<file path="config.mk">
export PLATFORM = sky130hd
export DESIGN_NAME = ahb_gpio
export DESIGN_NICKNAME = d
export VERILOG_FILES = /design/src/common/ahb_lite_pkg.sv /design/src/gpio/gpio_in_sync.sv /design/src/gpio/ahb_gpio.sv
export SDC_FILE = /design/constraint.sdc
export NUM_CORES = 1
export LEC_CHECK = 0
export BUFFER_PORTS_ARGS = -buffer_cell sky130_fd_sc_hd__buf_2
export CAP_MARGIN = 20
export CELL_PAD_IN_SITES_DETAIL_PLACEMENT = 1
export CELL_PAD_IN_SITES_GLOBAL_PLACEMENT = 1
export CORE_MARGIN = 1
export CORE_UTILIZATION = 43
export DETAILED_ROUTE_END_ITERATION = 8
export GPL_TIMING_DRIVEN = 1
export PLACE_DENSITY_LB_ADDON = 0.1
export SYNTH_ARGS = -nofsm -noshare
export SYNTH_HDL_FRONTEND = slang
export SYNTH_HIERARCHICAL = 1
export SYNTH_SLANG_ARGS = --single-unit
export TNS_END_PERCENT = 10
</file>
<file path="constraint.sdc">
create_clock -name hclk_i -period 3.5 [get_ports hclk_i]
set_input_delay 0.35 -clock hclk_i [delete_from_list [all_inputs] [get_ports hclk_i]]
set_output_delay 0.35 -clock hclk_i [all_outputs]
set_load 0.05 [all_outputs]
</file>
<file path="src/common/ahb_lite_pkg.sv">
package ahb_lite_pkg;

	// ------------------------------------------------------------
	// Bus widths and transfer encodings
	// ------------------------------------------------------------
	localparam int AHB_AW = 32;
	localparam int AHB_DW = 32;

	typedef enum logic [1:0] {
		IDLE   = 2'b00,
		BUSY   = 2'b01,
		NONSEQ = 2'b10,
		SEQ    = 2'b11
	} htrans_e;

	typedef struct packed {
		logic [AHB_AW-1:0] haddr;
		htrans_e           htrans;
		logic              hwrite;
		logic [2:0]        hsize;   // 0 byte, 1 half, 2 word
		logic [AHB_DW-1:0] hwdata;  // Valid in data phase
	} ahb_req_t;

	typedef struct packed {
		logic [AHB_DW-1:0] hrdata;
		logic              hreadyout;
		logic              hresp;  // 1 = ERROR
	} ahb_rsp_t;

	typedef enum logic [1:0] {
		SEL_SRAM,
		SEL_GPIO,
		SEL_NONE
	} slave_sel_e;

	// ------------------------------------------------------------
	// Memory map, decoded on address bits 31:28
	// ------------------------------------------------------------
	localparam logic [3:0] SRAM_REGION = 4'h2;
	localparam logic [3:0] GPIO_REGION = 4'h4;

	// GPIO register byte offsets
	localparam int GPIO_OFS_W = 5;
	localparam logic [GPIO_OFS_W-1:0] GPIO_DATA_OFS    = 5'h00;
	localparam logic [GPIO_OFS_W-1:0] GPIO_DOUT_OFS    = 5'h04;
	localparam logic [GPIO_OFS_W-1:0] GPIO_OUTEN_OFS   = 5'h08;
	localparam logic [GPIO_OFS_W-1:0] GPIO_INTEN_OFS   = 5'h0C;
	localparam logic [GPIO_OFS_W-1:0] GPIO_INTSTAT_OFS = 5'h10;

	localparam int GPIO_PINS = 16;

	// NONSEQ and SEQ carry a real transfer
	function automatic logic trans_active(htrans_e t);
		return (t == NONSEQ) || (t == SEQ);
	endfunction

endpackage

</file>
<file path="src/gpio/gpio_in_sync.sv">
module gpio_in_sync import ahb_lite_pkg::*; #(
	parameter int NUM_PINS = GPIO_PINS
) (
	input  logic                hclk_i,
	input  logic                arst_n_i,
	input  logic [NUM_PINS-1:0] pin_i,
	output logic [NUM_PINS-1:0] pin_sync_o,
	output logic [NUM_PINS-1:0] rise_o
);

	logic [NUM_PINS-1:0] meta_q;   // First stage, may go metastable
	logic [NUM_PINS-1:0] sync_q;
	logic [NUM_PINS-1:0] prev_q;   // Last value for edge compare

	always_ff @(posedge hclk_i or negedge arst_n_i) begin
		if (!arst_n_i) begin
			meta_q <= '0;
			sync_q <= '0;
			prev_q <= '0;
		end else begin
			meta_q <= pin_i;
			sync_q <= meta_q;
			prev_q <= sync_q;
		end
	end

	assign pin_sync_o = sync_q;
	assign rise_o     = sync_q & ~prev_q;

endmodule

</file>
<file path="src/gpio/ahb_gpio.sv">
module ahb_gpio import ahb_lite_pkg::*; #(
	parameter int NUM_PINS = GPIO_PINS
) (
	input  logic                hclk_i,
	input  logic                arst_n_i,
	input  logic                sel_i,
	input  logic                hready_i,
	input  ahb_req_t            ahb_req_i,
	output ahb_rsp_t            rsp_o,
	input  logic [NUM_PINS-1:0] port_in_i,
	output logic [NUM_PINS-1:0] port_out_o,
	output logic [NUM_PINS-1:0] port_en_o,
	output logic [NUM_PINS-1:0] gpio_int_o,
	output logic                irq_o
);

	logic                  accept;
	logic                  wr_pend_q;
	logic [GPIO_OFS_W-1:0] reg_addr_q;   // Offset of data-phase access
	logic                  wr_en;
	logic [NUM_PINS-1:0]   wdata;
	logic [NUM_PINS-1:0]   pin_sync;
	logic [NUM_PINS-1:0]   pin_rise;
	logic [NUM_PINS-1:0]   dout_q;
	logic [NUM_PINS-1:0]   outen_q;
	logic [NUM_PINS-1:0]   inten_q;
	logic [NUM_PINS-1:0]   intstat_q;
	logic [NUM_PINS-1:0]   int_clr;
	logic [NUM_PINS-1:0]   rd_data;

	gpio_in_sync #(.NUM_PINS(NUM_PINS)) u_in_sync (
		.hclk_i     (hclk_i),
		.arst_n_i   (arst_n_i),
		.pin_i      (port_in_i),
		.pin_sync_o (pin_sync),
		.rise_o     (pin_rise)
	);

	assign accept = sel_i && hready_i && trans_active(ahb_req_i.htrans);
	assign wr_en  = wr_pend_q && hready_i;
	assign wdata  = ahb_req_i.hwdata[NUM_PINS-1:0];

	always_ff @(posedge hclk_i or negedge arst_n_i) begin
		if (!arst_n_i) begin
			wr_pend_q  <= 1'b0;
			reg_addr_q <= '0;
		end else if (hready_i) begin
			wr_pend_q  <= accept && ahb_req_i.hwrite;
			reg_addr_q <= ahb_req_i.haddr[GPIO_OFS_W-1:0];
		end
	end

	// ------------------------------------------------------------
	// Registers, written at end of data phase
	// ------------------------------------------------------------
	assign int_clr = (wr_en && reg_addr_q == GPIO_INTSTAT_OFS) ? wdata : '0;

	always_ff @(posedge hclk_i or negedge arst_n_i) begin
		if (!arst_n_i) begin
			dout_q    <= '0;
			outen_q   <= '0;
			inten_q   <= '0;
			intstat_q <= '0;
		end else begin
			if (wr_en && reg_addr_q == GPIO_DOUT_OFS)  dout_q  <= wdata;
			if (wr_en && reg_addr_q == GPIO_OUTEN_OFS) outen_q <= wdata;
			if (wr_en && reg_addr_q == GPIO_INTEN_OFS) inten_q <= wdata;
			// New edge wins over a clear in the same cycle
			intstat_q <= (intstat_q & ~int_clr) | (pin_rise & inten_q);
		end
	end

	always_comb begin
		case (reg_addr_q)
			GPIO_DATA_OFS:    rd_data = pin_sync;
			GPIO_DOUT_OFS:    rd_data = dout_q;
			GPIO_OUTEN_OFS:   rd_data = outen_q;
			GPIO_INTEN_OFS:   rd_data = inten_q;
			GPIO_INTSTAT_OFS: rd_data = intstat_q;
			default:          rd_data = '0;
		endcase
	end

	assign rsp_o.hrdata    = AHB_DW'(rd_data);
	assign rsp_o.hreadyout = 1'b1;
	assign rsp_o.hresp     = 1'b0;

	assign port_out_o = dout_q;
	assign port_en_o  = outen_q;
	assign gpio_int_o = intstat_q & inten_q;
	assign irq_o      = |gpio_int_o;  // Combined interrupt

endmodule

</file>
==> results of run 1 <==
## metrics by stage
stage	power, uW	hold WS [ns]	util (%)	worst slack (ns)
finish	3700	0.0226	54.5	0.556
global route	3850	0.0197	54.5	0.465
CTS	3760	0.0239	54.5	0.518
detailed placement	2160	0.336	49.8	0.980
global placement	2150	0.332	49.8	1.01
floorplan	1990	0.0544	-	1.11
## report_power, final
group / switching (uW) / leakage [uW] / total [uW] / internal, uW
sequential: 78.3 / 0.00143 / 1530 / 1450
combinational: 426 / 0.00153 / 606 / 180
clock: 557 / 0.000266 / 1570 / 1010
total: 1060 / 0.00323 / 3700 / 2640
## worst paths after layout
kind                                                 to  slack [ns]
max in group asynchronous       u_in_sync/pin_sync_o[0]        2.52
worst max register to register               inten_q[5]        1.10
worst min-delay path            u_in_sync/pin_sync_o[7]        0.02
worst min register to register  u_in_sync/pin_sync_o[3]        0.34
min in group hclk_i                 u_in_sync/meta_q[8]        0.04
worst max-delay path                          rsp_o[17]        0.56
## final cells by class
type / count / area [um2]
Multi-Input combinational cell: 216 / 1910
Clock inverter: 5 / 50.0
Tap cell: 143 / 179
Sequential cell: 118 / 2950
Timing Repair Buffer: 117 / 638
Inverter: 1 / 3.75
Fill cell: 1170 / 5200
Clock buffer: 24 / 482
## Yosys cell counts
cell type  number
buf_6           3
nor2_2          2
buf_4          20
nand4_1         1
nand2_1         1
buf_2           3
a221o_1        16
clkbuf_1        3
or4_1           6
inv_1           1
mux2i_1        32
nor2b_4        16
conb_1          2
o22ai_1        16
dfrtp_1       118
or4b_1          2
a21o_1         16
o21ai_0         1
nand3_1         1
nor2b_1        16
mux2_2         53
nor3_4          1
nor2_1          1
buf_1           4
or3_1           1
and2_1         16
## sequential cells by signal, summed over array words and instances (netlist names)
name,flops
inten_q,16
intstat_q,16
port_en_o,16
port_out_o,16
u_in_sync/meta_q,16
u_in_sync/pin_sync_o,16
u_in_sync/prev_q,16
reg_addr_q,5
wr_pend_q,1
## worst register-to-register path: stages, from the launching register on
cell and delay [ns]:
dfrtp_1 0.39, or4b_1 0.87, nor2_2 0.46, buf_12 0.21
mux2_2 0.35
## cell families (layout without fill, tap and decap cells)
logic type             count (synthesis)  after routing  share of synthesized area, %
DFF                                  118            118                          58.7
and+or+nand+nor                       64             64                          10.7
buffers and inverters                 34            147                          4.55
muxes                                 85             85                          18.2
AOI/OAI and AO/OA                     49             49                          7.66
other                                  2             18                         0.149
## per-layer routing
metal,part of all wire (%),vias up,GRT usage (%)
li1,-,1476,-
met1,42,1686,26.4
met2,51,92,35.8
met3,5.2,18,7.70
met4,1.7,0,8.27
met5,0,-,0
==> results.md, run 1 <==
- Hold Crit Class: primary input to asynchronous set/reset pin
- Register area share after synthesis: 58.7%
- Status: completed
- Post-synth top area share: 58.7%
- Starting Density: 44.1%
- Std cell rows: 39
- Worst setup EP type: output port
- Critical Path RT: 3.15 ns
- Reg2Reg Depth: 4
- Via count: ~3300
- Share of cells above drive strength 1: roughly 45%
- Yosys cell types: 26
- Crit. path cell count: 5
- Placed cell count: 595
- Wirelength per Cell: 19.3 um
- Cts hold-fix bufs: 0
- Max Clock Skew: 0.00855 ns
- Final std cells w/o fill: 624
- Area Growth Syn to Fin: 23.6%
- Die W: ~110 um
- IO buf count: around 110
- Routed WL: 12000 um
- Core ar.: 0.0114 mm2
- Design area: 0.00622 mm2
- Most frequent cells in the layout: dfrtp_1 (117), buf_2 (106), mux2_2 (53)
- WP buf/inv: 2
- PD cells: 596 mW/mm2
- Reg2reg start: reg_addr_q[1]
- TritonCTS buffer count: 17
- Via count of the first global-routing pass: between 3000 and 4000
- Fin crit period: 2.94 ns
- Critical path's top delay family: simple AND/OR/NAND/NOR gates
- Max Cap Violations: 0
- Setup Viol. Count Final: 0
- DIE HEIGHT: 110 um
- Diodes inserted: 0
- Commonest non-fill, non-tap cell in the layout: dfrtp_1
- Fin. Hold Viols: 0
- Clk pin slew, worst setup/hold paths: 0.05 ns
- First-pass GRT wire length: 18700 um
- # clock sinks: 118
- CTS tree: done
- Routability Congestion: 0.745
- Die area: 0.0121 mm2
- Fmax: 340 MHz
- Syn avg cell area: 14.3 um2
- Number of synthesized register bits: 118
- Fin crit share: 84.1%
- Mapped Area: 0.00503 mm2
- CTS resizes: 0
- Most area-consuming cells after synthesis: dfrtp_1 (59%), mux2_2 (12%), mux2i_1 (6.4%)
- DP Area: 0.00569 mm2
- CP arrival: 2.59 ns
- Setup CP Type: flip-flop to output port
- Slowest CP cell: or4b_1
- Worst skew pair latency: 0.41 ns
- Largest net degree at the start of global routing: 65
- Unrepaired setup endpoints after global routing: false
- Drc violations: 0
- GRT Overall Usage: between 20% and 30%
- CP max FO: 9
- Initial DRC count: roughly 120
- Total Negative Setup Slacks: 0 ns
- Crit start category: flip-flop
- Final ANT Viol Nets: 0
- Nets: 561
- Io pins: 173
- Root buffer cell: clkbuf_16
- # Post-CTS Setup Buffers: 0
- Initial antenna violation count: 0
- Worst-Margin Slew: 0.849 ns
- Critical Path Start: reg_addr_q[1]
- Via density: 5.24
- GRT overflow: 0
- Post-synth top area cell: dfrtp_1
- Max Slew Vio Count: 0
- CTS H-tree lvls: 4
- Drt pass-1 iters: 4
- Worst IR drop on VDD: roughly 0.00049 V
- Cells after Synth: 352
- Max Root-Sink Buffers: 2
- CP max stage delay: 0.57 ns
- DP Wirelength: approximately 8000 um
- Crit path cell chain: or4b_1 -> nor2_2 -> buf_4 -> a21o_1 -> buf_2
- Rel. slew slack: a little over two fifths
- Leakage: 0.00323 uW
- Yosys warns: 6
No activity file was read; power rests on OpenSTA's default activity.
==> run 2: changes to the inputs <==
--- a/config.mk
+++ b/config.mk
@@ -5,12 +5,13 @@
 export SDC_FILE = /design/constraint.sdc
 export NUM_CORES = 1
 export LEC_CHECK = 0
+export ABC_AREA = 1
 export BUFFER_PORTS_ARGS = -buffer_cell sky130_fd_sc_hd__buf_2
 export CAP_MARGIN = 20
 export CELL_PAD_IN_SITES_DETAIL_PLACEMENT = 1
 export CELL_PAD_IN_SITES_GLOBAL_PLACEMENT = 1
 export CORE_MARGIN = 1
-export CORE_UTILIZATION = 43
+export CORE_UTILIZATION = 37
 export DETAILED_ROUTE_END_ITERATION = 8
 export GPL_TIMING_DRIVEN = 1
 export PLACE_DENSITY_LB_ADDON = 0.1
==> constraint.sdc (replaced) <==
create_clock -name hclk_i -period 2.9 [get_ports hclk_i]
set_input_delay 0.29 -clock hclk_i [delete_from_list [all_inputs] [get_ports hclk_i]]
set_output_delay 0.29 -clock hclk_i [all_outputs]
set_load 0.05 [all_outputs]
==> run 2 against run 1 <==
  * The run now ends with hold timing left
  * Combinational power increased by 46%
  * Count of clock-buffer cells in the layout down 6
  * Register-to-register slack worse by 0.40 ns
  * Synthesized cell count increased by 79%
  * Die area increased by 24%
  * Via count rose by 46%
  * Critical endpoint unchanged
  * Largest power group unchanged
==> results.md, run 2 <==
- Status: finished, violations left
- Violated checks: hold timing
- Clk pin slew, worst setup/hold paths: roughly 0.050 ns
- Reg2reg start: reg_addr_q[2]
- Largest net degree at the start of global routing: ~120
- CTS tree: done
- IO buf count: 107
- CP arrival: 2.36 ns
- Fin. Hold Viols: 38
- Met2 global-route usage: 42.6%
- Multi-input gate area: 0.00192 mm2
- Area Growth Syn to Fin: 26.7%
- Setup Viol. Count Final: 0
- Leakage: around 0.0037 uW
- Initial DRC count: 250
- Mapped Area: between 0.005 and 0.006 mm2
- Syn avg cell area: roughly 8.6 um2
- Die area: 0.0151 mm2
- Hold Crit Class: primary input to asynchronous set/reset pin
- M1 GR Usage: 31.5%
- Starting Density: 38.4%
- Fin crit period: 2.65 ns
- Design area: between 0.006 and 0.007 mm2
- Final std cells w/o fill: 949
- Core ar.: around 0.014 mm2
- Rel. slew slack: a little over half
- Worst skew pair latency: 0.42 ns
- Top FF cell, synth: dfrtp_1
- Post-synth top area cell: dfrtp_1
- Commonest non-fill, non-tap cell in the layout: nand2_1
- Yosys cell types: 21
- GRT overflow: 0
- Total Negative Setup Slacks: 0 ns
- GRT Overall Usage: 24.8%
- TritonCTS buffer count: 17
- Cells after Synth: 630
- Final Power: between 4000 and 5000 uW
- Worst IR drop on VDD: ~0.00061 V
- Worst setup EP type: output port
- Nets: 846
- CP max FO: 19
- First-pass GRT wire length: 27400 um
- Reg area: 0.00295 mm2
- Wirelength per Cell: 18.0 um
- Most frequent cell after synthesis: nand2_1
- Number of synthesized register bits: 118
- Setup CP Type: flip-flop to output port
- Final ANT Viol Nets: 0
- Drc violations: 0
- PD cells: 726 mW/mm2
- CTS H-tree lvls: 4
- Root buffer cell: clkbuf_16
- Initial antenna violation count: 0
- Met3 Resource Use GR: 5.44%
- FF-to-FF setup slack: 0.70 ns
- Max Root-Sink Buffers: 2
- Share of flip-flops with an asynchronous set or reset: 100%
- Filler Cells Inserted: ~1700
- Post-synth top area share: 54.8%
- Grt peak-use layer: met2
- Critical Path RT: 2.61 ns
- Drt pass-1 iters: 4
- Max Clock Skew: between 0.007 and 0.008 ns
- Placed cell count: 901
- # clock sinks: 118
- Via density: between 5 and 6
- Hold slack: -0.0629 ns
- Std cell rows: 43
- Synth top cells by count: nand2_1 (197), dfrtp_1 (118), inv_1 (81)
- Most area-consuming cells after synthesis: dfrtp_1 (55%), nand2_1 (14%), nand4_1 (6.2%)
- Most frequent cells in the layout: nand2_1 (197), dfrtp_1 (117), buf_2 (106)
- Yosys warns: 6
- EDFF count, synth: 0
- Share of cells above drive strength 1: 24.1%
- Via count of the first global-routing pass: between 5000 and 6000
- Diodes inserted: 0
- Fmax: around 380 MHz
- Fin crit share: 91.2%
- Unrepaired setup endpoints after global routing: false
- Worst-Margin Slew: 0.689 ns
- Max Slew Vio Count: 0
- Register area share after synthesis: between 50% and 60%
- DP Area: approximately 0.0060 mm2
- Io pins: 173
- Crit start category: flip-flop
- Max Cap Violations: 0
- Reg2Reg Depth: 6
- Via count: 4764
- Reg2reg end: port_out_o[7]
- Die W: 123 um
- Routed WL: 17100 um
- DP Wirelength: 10800 um
- DIE HEIGHT: 123 um
- Routability Congestion: between 0.7 and 0.8
## run 2: cell count changes after synthesis, moves of 32 or more
cell     delta
o21ai_1    +34
nor2_1     +33
mux2i_1    -32
mux2_2     -51
o21ai_0    +33
inv_1      +80
nand2_1   +196
nand4_1    +52
## run 2: cell families (layout without fill, tap and decap cells)
logic type / after synthesis / in the layout / share of synthesized area [%]
other: 2 / 18 / 0.139
and+or+nand+nor: 313 / 313 / 27.5
AOI/OAI and AO/OA: 68 / 68 / 6.31
buffers and inverters: 127 / 250 / 10.9
muxes: 2 / 2 / 0.418
DFF: 118 / 118 / 54.8
## run 2: layout make-up
class / count / area share [%]
Tap cell: 180 / 3.30
Timing Repair Buffer: 134 / 11.6
Clock inverter: 14 / 2.67
Multi-Input combinational cell: 401 / 28.1
Clock buffer: 18 / 6.43
Inverter: 84 / 4.65
Sequential cell: 118 / 43.3
## run 2: metrics by stage
stage          setup WS (ns)  utilization, %  hold WS (ns)
6_report               0.255            48.6       -0.0629
5_1_grt                0.149            48.6        0.0267
4_1_cts               0.0601            48.6       0.00905
3_5_place_dp           0.436            43.0         0.337
3_3_place_gp           0.490            43.0         0.332
2_1_floorplan           1.01               -      -0.00559
## run 2: worst max-delay path, cell delays in order (launching register included)
cell     delay (ns)
dfrtp_1        0.51
inv_4          0.20
nor2_4         0.53
nand4_1        0.17
nand2_1        0.11
nor2_1         0.04
nand2_1        0.10
buf_2          0.28
## run 2: what timing repair did
action	4_1_cts	5_1_grt
hold buffers	16	0
gates resized for setup	1	1
hold endpoints to repair	16	0
endpoints found under the setup margin	2	3
setup buffers	0	0
pin swaps	0	0
## run 2: report_power, final
| part | total, uW | switching (uW) | leakage (uW) | internal [uW] |
|---|---|---|---|---|
| registers | 1860 | 99.0 | 0.00136 | 1760 |
| logic | 882 | 692 | 0.00207 | 190 |
| clock network | 2220 | 769 | 0.000294 | 1450 |
| total | 4960 | 1560 | 0.00372 | 3400 |
## run 2: layer usage
metal / vias up / wire length (um)
li1: 2213 / -
met1: 2409 / 7380
met2: 135 / 8790
met3: 7 / 782
met4: 0 / 130
met5: - / 0
## run 2: how the worst max path moves through the flow
stage,startpoint,endpoint,slack (ns)
6_report,reg_addr_q[2],rsp_o[17],0.25
5_1_grt,reg_addr_q[2],rsp_o[17],0.15
4_1_cts,reg_addr_q[4],rsp_o[16],0.06
3_5_place_dp,reg_addr_q[2],rsp_o[13],0.44
3_3_place_gp,reg_addr_q[2],rsp_o[13],0.49
2_1_floorplan,reg_addr_q[1],rsp_o[17],1.01
