`config.mk`:
```
export PLATFORM = sky130hd
export DESIGN_NAME = ahb_interconnect
export DESIGN_NICKNAME = d
export VERILOG_FILES = /design/src/common/ahb_lite_pkg.sv /design/src/hw/ahb_interconnect.sv
export SDC_FILE = /design/constraint.sdc
export NUM_CORES = 1
export LEC_CHECK = 0
export BUFFER_PORTS_ARGS = -buffer_cell sky130_fd_sc_hd__buf_2
export CAP_MARGIN = 25
export CORE_AREA = 2 2 68 70
export CTS_CLUSTER_DIAMETER = 100
export DETAILED_ROUTE_END_ITERATION = 8
export DIE_AREA = 0 0 70 72
export PLACE_DENSITY_LB_ADDON = 0.12
export SLEW_MARGIN = 20
export SYNTH_ARGS = -nofsm -noshare
export SYNTH_HDL_FRONTEND = slang
export SYNTH_SLANG_ARGS = --single-unit
export TNS_END_PERCENT = 20
```
`constraint.sdc`:
```
create_clock -name hclk_i -period 1.5 [get_ports hclk_i]
set_clock_uncertainty 0.15 [all_clocks]
set_input_delay 0.15 -clock hclk_i [delete_from_list [all_inputs] [get_ports hclk_i]]
set_output_delay 0.15 -clock hclk_i [all_outputs]
set_load 0.02 [all_outputs]
```
`src/common/ahb_lite_pkg.sv`:
```
package ahb_lite_pkg;

	// ------------------------------------------------------------
	// Bus widths and transfer encodings
	// ------------------------------------------------------------
	localparam int AHB_AW = 32;
	localparam int AHB_DW = 32;

	typedef enum logic [1:0] {
		IDLE   = 2'b00,
		BUSY   = 2'b01,
		NONSEQ = 2'b10,
		SEQ    = 2'b11
	} htrans_e;

	typedef struct packed {
		logic [AHB_AW-1:0] haddr;
		htrans_e           htrans;
		logic              hwrite;
		logic [2:0]        hsize;   // 0 byte, 1 half, 2 word
		logic [AHB_DW-1:0] hwdata;  // Valid in data phase
	} ahb_req_t;

	typedef struct packed {
		logic [AHB_DW-1:0] hrdata;
		logic              hreadyout;
		logic              hresp;  // 1 = ERROR
	} ahb_rsp_t;

	typedef enum logic [1:0] {
		SEL_SRAM,
		SEL_GPIO,
		SEL_NONE
	} slave_sel_e;

	// ------------------------------------------------------------
	// Memory map, decoded on address bits 31:28
	// ------------------------------------------------------------
	localparam logic [3:0] SRAM_REGION = 4'h2;
	localparam logic [3:0] GPIO_REGION = 4'h4;

	// GPIO register byte offsets
	localparam int GPIO_OFS_W = 5;
	localparam logic [GPIO_OFS_W-1:0] GPIO_DATA_OFS    = 5'h00;
	localparam logic [GPIO_OFS_W-1:0] GPIO_DOUT_OFS    = 5'h04;
	localparam logic [GPIO_OFS_W-1:0] GPIO_OUTEN_OFS   = 5'h08;
	localparam logic [GPIO_OFS_W-1:0] GPIO_INTEN_OFS   = 5'h0C;
	localparam logic [GPIO_OFS_W-1:0] GPIO_INTSTAT_OFS = 5'h10;

	localparam int GPIO_PINS = 16;

	// NONSEQ and SEQ carry a real transfer
	function automatic logic trans_active(htrans_e t);
		return (t == NONSEQ) || (t == SEQ);
	endfunction

endpackage

```
`src/hw/ahb_interconnect.sv`:
```
module ahb_interconnect import ahb_lite_pkg::*; (
	input  logic     hclk_i,
	input  logic     arst_n_i,
	input  ahb_req_t ahb_req_i,
	output logic     sram_sel_o,
	output logic     gpio_sel_o,
	output logic     hready_o,
	input  ahb_rsp_t sram_rsp_i,
	input  ahb_rsp_t gpio_rsp_i,
	output ahb_rsp_t ahb_rsp_o
);

	typedef enum logic {
		DEF_OKAY,
		DEF_ERROR
	} def_state_e;

	slave_sel_e sel_dec;      // Target of current address phase
	slave_sel_e dsel_q;       // Target owning the data phase
	def_state_e def_state_q;
	logic       def_rdy_q;    // Low only in first ERROR cycle
	logic       addr_accept;
	ahb_rsp_t   def_rsp;

	// ------------------------------------------------------------
	// Address decode
	// ------------------------------------------------------------
	always_comb begin
		case (ahb_req_i.haddr[AHB_AW-1 -: 4])
			SRAM_REGION: sel_dec = SEL_SRAM;
			GPIO_REGION: sel_dec = SEL_GPIO;
			default:     sel_dec = SEL_NONE;
		endcase
	end

	assign sram_sel_o  = (sel_dec == SEL_SRAM);
	assign gpio_sel_o  = (sel_dec == SEL_GPIO);
	assign addr_accept = hready_o && trans_active(ahb_req_i.htrans);

	always_ff @(posedge hclk_i or negedge arst_n_i) begin
		if (!arst_n_i) begin
			dsel_q <= SEL_NONE;
		end else if (hready_o) begin
			dsel_q <= sel_dec;  // IDLE/BUSY also move it, targets answer OKAY
		end
	end

	// ------------------------------------------------------------
	// Default slave, two-cycle ERROR for unmapped regions
	// ------------------------------------------------------------
	always_ff @(posedge hclk_i or negedge arst_n_i) begin
		if (!arst_n_i) begin
			def_state_q <= DEF_OKAY;
			def_rdy_q   <= 1'b1;
		end else if (addr_accept && sel_dec == SEL_NONE) begin
			def_state_q <= DEF_ERROR;
			def_rdy_q   <= 1'b0;
		end else if (def_state_q == DEF_ERROR && !def_rdy_q) begin
			def_rdy_q   <= 1'b1;  // Second ERROR cycle
		end else begin
			def_state_q <= DEF_OKAY;
		end
	end

	assign def_rsp.hrdata    = '0;
	assign def_rsp.hreadyout = def_rdy_q;
	assign def_rsp.hresp     = (def_state_q == DEF_ERROR);

	// Data-phase response mux
	always_comb begin
		case (dsel_q)
			SEL_SRAM: ahb_rsp_o = sram_rsp_i;
			SEL_GPIO: ahb_rsp_o = gpio_rsp_i;
			default:  ahb_rsp_o = def_rsp;
		endcase
	end

	assign hready_o = ahb_rsp_o.hreadyout;

endmodule

```
==> results of run 1 <==
area by class of cell:
class / count / area [um^2]
Tap cell: 52 / 65.1
Timing Repair Buffer: 127 / 781
Fill cell: 450 / 2650
Sequential cell: 4 / 104
Clock buffer: 4 / 45.0
Inverter: 1 / 3.75
Multi-Input combinational cell: 86 / 621
critical path: stages, from the launching register on:
cell and delay (ns):
dfrtp_2 0.45, buf_12 0.19, mux2i_1 0.22, nor2_1 0.05, buf_2 0.15
sequential cells by signal, summed over array words and instances, names as in the netlist:
name and flops:
def_rdy_q 1, dsel_q 2, def_state_q 1
kinds of logic (layout without fill, tap and decap cells):
| logic type | count (synthesis) | after routing | share of synthesized area |
|---|---|---|---|
| DFF | 4 | 4 | 0.135 |
| muxes | 33 | 33 | 0.436 |
| buffers and inverters | 10 | 132 | 0.0841 |
| AOI/OAI and AO/OA | 7 | 7 | 0.0677 |
| and+or+nand+nor | 45 | 45 | 0.266 |
| xor gates and xnor gates | 1 | 1 | 0.0116 |
cells in the final DEF, fill, tap and decap left out:
cell type,synthesis,layout
nand2b_1,1,1
buf_4,4,11
buf_6,1,6
dfstp_2,2,2
clkbuf_16,0,1
mux2i_1,33,33
nor4b_2,1,1
xnor2_1,1,1
nor2_1,34,33
buf_2,3,104
nor2b_2,1,1
clkbuf_8,0,3
dfrtp_1,2,1
nor3_1,1,1
o32ai_2,0,1
nor4b_1,1,1
nor2b_4,0,1
o21ai_0,4,3
clkbuf_1,1,1
o21ai_2,0,1
nand3_1,2,2
nor2_2,0,1
dlygate4sd3_1,0,1
buf_8,0,1
buf_12,0,3
nand2_1,2,2
a211oi_4,0,1
inv_1,1,1
nor2b_1,2,1
o32a_1,1,1
dfrtp_2,0,1
worst max-delay path by stage:
stage	start	to	slack (ns)
after floorplan	dsel_q[1]	ahb_rsp_o[1]	0.04
after global placement	dsel_q[1]	ahb_rsp_o[0]	0.06
after detailed placement	dsel_q[1]	ahb_rsp_o[0]	0.05
after CTS	dsel_q[0]	ahb_rsp_o[11]	-0.13
after global routing	dsel_q[0]	ahb_rsp_o[17]	-0.17
final	dsel_q[0]	ahb_rsp_o[11]	-0.10
power by group through the flow:
stage	sequential, mW	clock [mW]	combinational [mW]
6_report	0.214	0.247	1.08
5_1_grt	0.222	0.266	1.17
4_1_cts	0.215	0.255	0.975
3_5_place_dp	0.219	0	0.858
3_3_place_gp	0.220	0	0.859
2_1_floorplan	0.185	0	0.596
per-layer routing:
layer / GRT usage / wire length, um
met1: 0.123 / 1200
met2: 0.204 / 1470
met3: 0.0472 / 378
met4: 0 / 0
met5: 0 / 0
stage by stage:
stage / TNS, ns / instances / power, mW / utilization / worst slack (ns)
floorplan: 0 / 100 / 0.782 / - / 0.0440
global placement: 0 / 259 / 1.08 / 0.325 / 0.0577
detailed placement: 0 / 259 / 1.08 / 0.325 / 0.0471
CTS: -2.97 / 268 / 1.44 / 0.356 / -0.127
global route: -4.73 / 274 / 1.65 / 0.380 / -0.173
finish: -2.30 / 274 / 1.54 / 0.380 / -0.102
repair_timing:
| item | CTS | global route |
|---|---|---|
| hold buffers | 1 | 0 |
| gates cloned | 0 | 1 |
| resized for setup | 11 | 11 |
| setup endpoints to repair | 35 | 37 |
| pin swaps | 2 | 3 |
| hold endpoints to repair | 4 | 0 |
| buffers inserted | 4 | 5 |
==> impl_metrics.json, run 1 <==
{
  "hold_depth": 3,
  "sw_frac_of_total": 0.416,
  "synth_common_cells": "nor2_1 (34), mux2i_1 (33), buf_4 (4), o21ai_0 (4), buf_2 (3)",
  "io_pins": 177,
  "power-per-cell-area_nw_per_um2": 953,
  "grt_pass1_wl_um": 4550,
  "finalWorstSetupSlack_ns": -0.102,
  "synth_cell_types": 22,
  "syn_avg_cell_area_um2": 7.58,
  "clkPwrFrac": 0.160,
  "avgViaCountPerCell": 4.11,
  "endpoint_kind": "output port",
  "p_int_mw": 0.900,
  "yosysMostFrequentCell": "nor2_1",
  "grt.total_usage": 0.109,
  "cp.arrival_ns": 1.30,
  "drt_iter0_drc": 22,
  "r2r_slack_ns": 0.03,
  "clk_path_buf_depth": 2,
  "finalCriticalPeriod_ns": 1.60,
  "numClockSinks": 4,
  "overflow": 0,
  "finalHoldViolations": 0,
  "worst_pin_slew_ns": 0.413,
  "yosysSeqAreaShare": 0.135,
  "htreeDepth": 1,
  "worstSkewPairLatency_ns": 0.22,
  "final_layout_size_suffix_gt1_frac": 0.626,
  "synthArstFlopShare": 1.00,
  "reg2reg_depth": 6,
  "wl_per_cell_um": 11.1,
  "violations": "negative setup slack",
  "fmax_ghz": 0.624,
  "final_antenna_net_count": 0,
  "maxSlewHeadroom": 0.722,
  "cts_buffers": 3,
  "synth.area.top_cells": "mux2i_1 (44%), nor2_1 (17%), dfstp_2 (6.9%), dfrtp_1 (6.6%), buf_4 (4.0%)",
  "die_h_um": 72,
  "rsz0062_at_grt": "yes",
  "syn_inst": 100,
  "ys.flop_type": "dfstp_2",
  "synth_area_um2": 758,
  "area_growth_pct": 114,
  "timing.rr.end": "def_rdy_q",
  "run_status": "finished with violations",
  "drc": 0,
  "p_seq_frac": 0.139,
  "max_cap_violations": 0,
  "vdd_ir_drop_max_mv": 0.758,
  "cp-start-kind": "flip-flop",
  "drt-pass1-iter-count": 4,
  "post-route-period-util": 1.07,
  "placed_cell_area_um2": 1390,
  "drv_slew": 0,
  "fp.dieArea_um2": 5040,
  "die_w_um": 70,
  "grt_max_degree": 18,
  "clkTransAtPathRegs_ns": 0.04,
  "p_leak_nw": 0.842,
  "cp.required_ns": 1.20,
  "synth_seq_cells": 4,
  "core-area_um2": 4260,
  "start_util": 0.178,
  "pwr-share-comb": 0.701,
  "hold_ws_ns": 0.101,
  "diodes": 0,
  "synth_edf_count": 0,
  "min_to": "def_state_q",
  "synth_warnings": 0,
  "cts-root-buf": "clkbuf_8",
  "synth_area_leader_cell": "mux2i_1",
  "synth_top_area_frac": 0.436,
  "cp_max_fo": 17,
  "hpwl_um": 2400,
  "core.rowCount": 24,
  "critPathKind": "flip-flop to output port",
  "syn-num-nets": 240,
  "grt_pass1_vias": 1058,
  "min_path_type": "input port to flip-flop",
  "portBuffers": 111,
  "p_switching_mw": 0.642,
  "via_count": 1126,
  "place.gp.congestion": 0.650,
  "fin_area_um2": 1620,
  "drt_wl_total_um": 3050,
  "worstHoldStart": "ahb_req_i[37]",
  "setup_viol": 35,
  "fin_nets": 363,
  "antenna_found_initial": 0,
  "r2r_start": "dsel_q[1]",
  "cts_tree": "done"
}
No activity file was read; power rests on OpenSTA's default activity.
==> inputs of run 2 (changes only) <==
--- a/constraint.sdc
+++ b/constraint.sdc
@@ -4,2 +4,2 @@
 set_output_delay 0.15 -clock hclk_i [all_outputs]
-set_load 0.02 [all_outputs]
+set_load 0.01 [all_outputs]
==> run 2 against run 1 <==
  * The flow still finishes with violations (negative setup slack)
  * Utilization down 0.41 points
  * Global-route usage is 0.64 points higher
  * Non-clock buffer count increased by 1
  * Die area did not move
  * Fmax up 1.5%
  * Highest routed layer is now met4
==> impl_metrics.json, run 2 (synthesis results as in run 1) <==
{
  "io_pins": 177,
  "r2r_slack_ns": 0.02,
  "worst_pin_slew_ns": 0.310,
  "final_antenna_net_count": 0,
  "cp.arrival_ns": 1.28,
  "multi_input_area_um2": 607,
  "hold_ws_ns": 0.0645,
  "core-area_um2": 4260,
  "drt_wl_total_um": 3010,
  "start_util": 0.178,
  "core.rowCount": 24,
  "fin_nets": 364,
  "hpwl_um": 2380,
  "drt_iter0_drc": 8,
  "r2r_start": "dsel_q[0]",
  "via_count": 1108,
  "antenna_found_initial": 0,
  "portBuffers": 111,
  "grt_pass1_vias": 1060,
  "largest_reg_flops": 2,
  "sw_frac_of_total": 0.378,
  "mostFrequentLayoutCells": "buf_2 (111), mux2i_1 (33), nor2_1 (33), buf_6 (5), buf_4 (5)",
  "cp.required_ns": 1.20,
  "drv_slew": 0,
  "diodes": 0,
  "setup_viol": 35,
  "die_h_um": 72,
  "numClockSinks": 4,
  "finalHoldViolations": 0,
  "p_seq_frac": 0.156,
  "wl_per_cell_um": 11.0,
  "finalCriticalPeriod_ns": 1.58,
  "fp.dieArea_um2": 5040,
  "htreeDepth": 1,
  "area_growth_pct": 111,
  "clkTransAtPathRegs_ns": 0.03,
  "max_cap_violations": 0,
  "top_regs": "dsel_q (2), def_rdy_q (1), def_state_q (1)",
  "cp-endpoint": "ahb_rsp_o[0]",
  "final_layout_size_suffix_gt1_frac": 0.614,
  "cts-root-buf": "clkbuf_8",
  "fill_cells": 471,
  "fin_tns_setup_ns": -1.87,
  "overflow": 0,
  "finalWorstSetupSlack_ns": -0.0786,
  "power-per-cell-area_nw_per_um2": 847,
  "p_int_mw": 0.843,
  "startpoint": "dsel_q[0]",
  "pwr-share-comb": 0.670,
  "die_w_um": 70,
  "fmax_ghz": 0.633,
  "endpoint_kind": "output port",
  "drt-pass1-iter-count": 2,
  "cts_buffers": 3,
  "maxSlewHeadroom": 0.792,
  "vdd_ir_drop_max_mv": 0.331,
  "timing.rr.end": "def_rdy_q",
  "critPathKind": "flip-flop to output port",
  "cp-start-kind": "flip-flop",
  "register_area_um2": 104,
  "pre_cts_slack_ns": 0.0912,
  "cp_max_fo": 8,
  "run_status": "finished with violations",
  "worstSkewPairLatency_ns": 0.22,
  "utilization": 0.376,
  "post-route-period-util": 1.05,
  "min_path_type": "input port to flip-flop",
  "clkPwrFrac": 0.173,
  "violations": "negative setup slack",
  "p_switching_mw": 0.514,
  "place.gp.congestion": 0.666,
  "clk_path_buf_depth": 2,
  "grt.total_usage": 0.115,
  "grt_max_degree": 14,
  "drc": 0,
  "final_common_cell": "buf_2",
  "avgViaCountPerCell": 4.03,
  "grt_pass1_wl_um": 4750,
  "cts_tree": "done",
  "p_leak_nw": 0.844,
  "reg2reg_depth": 5,
  "rsz0062_at_grt": "yes",
  "largest_register": "dsel_q"
}
==> run 2: cell count changes in the layout (fill, tap and decap cells not counted), moves of 2 or more <==
cell and change:
buf_2 +7, buf_8 +2, buf_12 -2, buf_4 -6
==> run 2: power by group through the flow <==
stage                     Sequential, mW  Clock (mW)  Combinational [mW]
after detailed placement           0.216           0               0.745
after floorplan                    0.185           0               0.487
after global placement             0.220           0               0.748
final                              0.212       0.235               0.910
after CTS                          0.210       0.243               0.906
after global routing               0.218       0.257               0.999
==> run 2: worst min-delay path by stage <==
stage / from / to / slack (ns) / depth (start not counted)
2_1_floorplan: arst_n_i / def_state_q / -0.30 / 0
3_3_place_gp: arst_n_i / def_state_q / -0.19 / 1
3_5_place_dp: arst_n_i / def_state_q / -0.20 / 1
4_1_cts: ahb_req_i[37] / def_state_q / 0.06 / 3
5_1_grt: ahb_req_i[37] / def_state_q / 0.08 / 3
6_report: ahb_req_i[37] / def_state_q / 0.06 / 3
==> run 2: repair_timing <==
item                                   4_1_cts  5_1_grt
resized for setup                           13        6
buffers inserted                             7        1
cloned                                       2        1
hold buffers                                 1        0
setup endpoints to repair                   35       37
pin swaps                                    4        8
endpoints found under the hold margin        4        0
==> run 2: worst max-delay path, stage by stage, from the launching register on <==
cell     delay, ns
dfrtp_2       0.44
buf_6         0.13
buf_8         0.13
mux2i_1       0.12
o21ai_1       0.11
buf_2         0.14
==> run 2: area by class of cell <==
class | instances | share of cell area
multi-input combinational | 86 | 0.379
clock buffer | 4 | 0.0281
tap | 52 | 0.0406
timing repair buffer | 128 | 0.485
inverter | 1 | 0.00234
sequential | 4 | 0.0648
==> run 2: per-stage QoR <==
stage                     instance area (um^2)  power, mW  std cells
after floorplan                            758      0.672        100
after global placement                    1380      0.968        260
after detailed placement                  1380      0.961        260
after CTS                                 1580       1.36        274
after global routing                      1600       1.48        275
final                                     1600       1.36        275
==> run 2: metal layers <==
layer  routed length (um)  vias up  track usage
met3                  419        2       0.0528
met2                 1490       71        0.214
met5                    0        -            0
met4                    9        0       0.0192
li1                     -      593            -
met1                 1100      442        0.123
==> inputs of run 3 (changes only) <==
Settings changed: SKIP_CTS_REPAIR_TIMING set to 1.
==> run 3 against run 2 <==
  * The run still ends with negative setup slack left
  * Clock-buffer cell count did not move
  * Largest cell class unchanged
  * Worst setup slack got worse by 0.045 ns
  * Via count decreased by 2.2%
  * Non-clock buffer count fell by 6
  * Cell area shrank 7.7%
  * Combinational power down 14%
  * Utilization decreased by 2.9 points
  * Wire length shrank 5.2%
  * Highest routed layer unchanged
==> impl_metrics.json, run 3 (synthesis results as in run 1) <==
{
  "setup_viol": 35,
  "finalHoldViolations": 0,
  "violations": "negative setup slack",
  "diodes": 0,
  "drv_slew": 0,
  "worstSkewPairLatency_ns": 0.21,
  "min_to": "def_state_q",
  "core.rowCount": 24,
  "fin_nets": 358,
  "power-per-cell-area_nw_per_um2": 832,
  "p_leak_nw": 0.783,
  "largest_reg_flops": 2,
  "area_growth_pct": 94.9,
  "grt.total_usage": 0.107,
  "clkTransAtPathRegs_ns": 0.03,
  "cts_tree": "done",
  "fmax_ghz": 0.616,
  "p_seq_frac": 0.172,
  "cp_max_fo": 6,
  "register_area_um2": 104,
  "fill_cells": 473,
  "cp-start-kind": "flip-flop",
  "timing.critical_path.buf_inv": 2,
  "cp_slowest_cell": "dfrtp_2",
  "reg2reg_depth": 4,
  "timing.rr.end": "def_rdy_q",
  "antenna_found_initial": 0,
  "drt-pass1-iter-count": 2,
  "p_switching_mw": 0.487,
  "cpLargestDelayFamily": "flip-flops",
  "placed_cell_area_um2": 1380,
  "vdd_ir_drop_max_mv": 0.380,
  "worstHoldStart": "ahb_req_i[37]",
  "largest_register": "dsel_q",
  "final_common_cell": "buf_2",
  "start_util": 0.178,
  "run_status": "finished with violations",
  "p_int_mw": 0.743,
  "r2r_slack_ns": 0.03,
  "critPathKind": "flip-flop to output port",
  "endpoint_kind": "output port",
  "hold_ws_ns": 0.0646,
  "clk_path_buf_depth": 2,
  "wl_per_cell_um": 10.6,
  "grt_max_degree": 18,
  "overflow": 0,
  "htreeDepth": 1,
  "core-area_um2": 4260,
  "cp.arrival_ns": 1.32,
  "cp.required_ns": 1.20,
  "die_h_um": 72,
  "final_layout_size_suffix_gt1_frac": 0.604,
  "portBuffers": 111,
  "top_regs": "dsel_q (2), def_rdy_q (1), def_state_q (1)",
  "place.gp.congestion": 0.666,
  "mostFrequentLayoutCells": "buf_2 (111), mux2i_1 (33), nor2_1 (33), buf_4 (6), o21ai_0 (4)",
  "multi_input_area_um2": 602,
  "grt_pass1_vias": 992,
  "numClockSinks": 4,
  "clkPwrFrac": 0.191,
  "fp.dieArea_um2": 5040,
  "cts_buffers": 3,
  "hpwl_um": 2380,
  "die_w_um": 70,
  "worst_pin_slew_ns": 0.308,
  "fin_area_um2": 1480,
  "critPathMaxStageDelay_ns": 0.46,
  "post-route-period-util": 1.08,
  "cts-root-buf": "clkbuf_8",
  "drc": 0,
  "via_count": 1084,
  "io_pins": 177,
  "crit_path_cell_trace": "buf_4, a211oi_4, nor2_2, buf_2",
  "max_cap_violations": 0,
  "fin_tns_setup_ns": -1.38,
  "avgViaCountPerCell": 4.03,
  "drt_iter0_drc": 25,
  "final_antenna_net_count": 0,
  "maxSlewHeadroom": 0.793,
  "finalCriticalPeriod_ns": 1.62,
  "min_path_type": "input port to flip-flop",
  "pwr-share-comb": 0.637,
  "drt_wl_total_um": 2860,
  "r2r_start": "dsel_q[1]",
  "finalWorstSetupSlack_ns": -0.123,
  "hold_depth": 3,
  "grt_pass1_wl_um": 4440,
  "sw_frac_of_total": 0.396,
  "rsz0062_at_grt": "yes"
}
[run 3: changes by cell type in the layout (fill, tap and decap cells not counted), sizes merged]
| cell | previous run | this run |
|---|---|---|
| buf | 126 | 120 |
[run 3: metrics by stage]
step                utilization  setup WS [ns]  instances  total power, mW
global route              0.347         -0.170        269             1.34
detailed placement        0.323         0.0912        260            0.961
finish                    0.347         -0.123        269             1.23
global placement          0.323          0.118        260            0.968
floorplan                     -         0.0975        100            0.672
CTS                       0.334         -0.132        264             1.21
[run 3: how the worst max path moves through the flow]
stage | start | endpoint | depth (start not counted)
after detailed placement | dsel_q[0] | ahb_rsp_o[0] | 4
final | dsel_q[0] | hready_o | 4
after global routing | dsel_q[0] | ahb_rsp_o[6] | 4
after CTS | dsel_q[0] | ahb_rsp_o[0] | 4
after floorplan | dsel_q[1] | ahb_rsp_o[1] | 4
after global placement | dsel_q[0] | ahb_rsp_o[0] | 4
[run 3: layer usage]
metal / track usage / vias to the layer above / wire, um
met4: 0.0192 / 0 / 9
met5: 0 / - / 0
met3: 0.0514 / 2 / 410
met2: 0.196 / 71 / 1370
li1: - / 579 / -
met1: 0.114 / 432 / 1060
[run 3: power by group through the flow]
stage	Combinational, mW	Sequential (mW)	Clock, mW
global placement	0.748	0.220	0
CTS	0.748	0.217	0.243
global route	0.863	0.219	0.257
floorplan	0.487	0.185	0
detailed placement	0.745	0.216	0
finish	0.783	0.212	0.235
[run 3: final cells by class]
| type | count | share of cell area |
|---|---|---|
| clock buffer | 4 | 0.0305 |
| inverter | 1 | 0.00254 |
| sequential | 4 | 0.0703 |
| multi-input combinational | 86 | 0.407 |
| timing repair buffer | 122 | 0.445 |
| tap | 52 | 0.0440 |
[run 3: tightest hold or removal path: cells and delay by family]
family	cells	cell delay (ns)
buffers and inverters	1	0.09
AOI/OAI and AO/OA	1	0.07
and+or+nand+nor	1	0.06
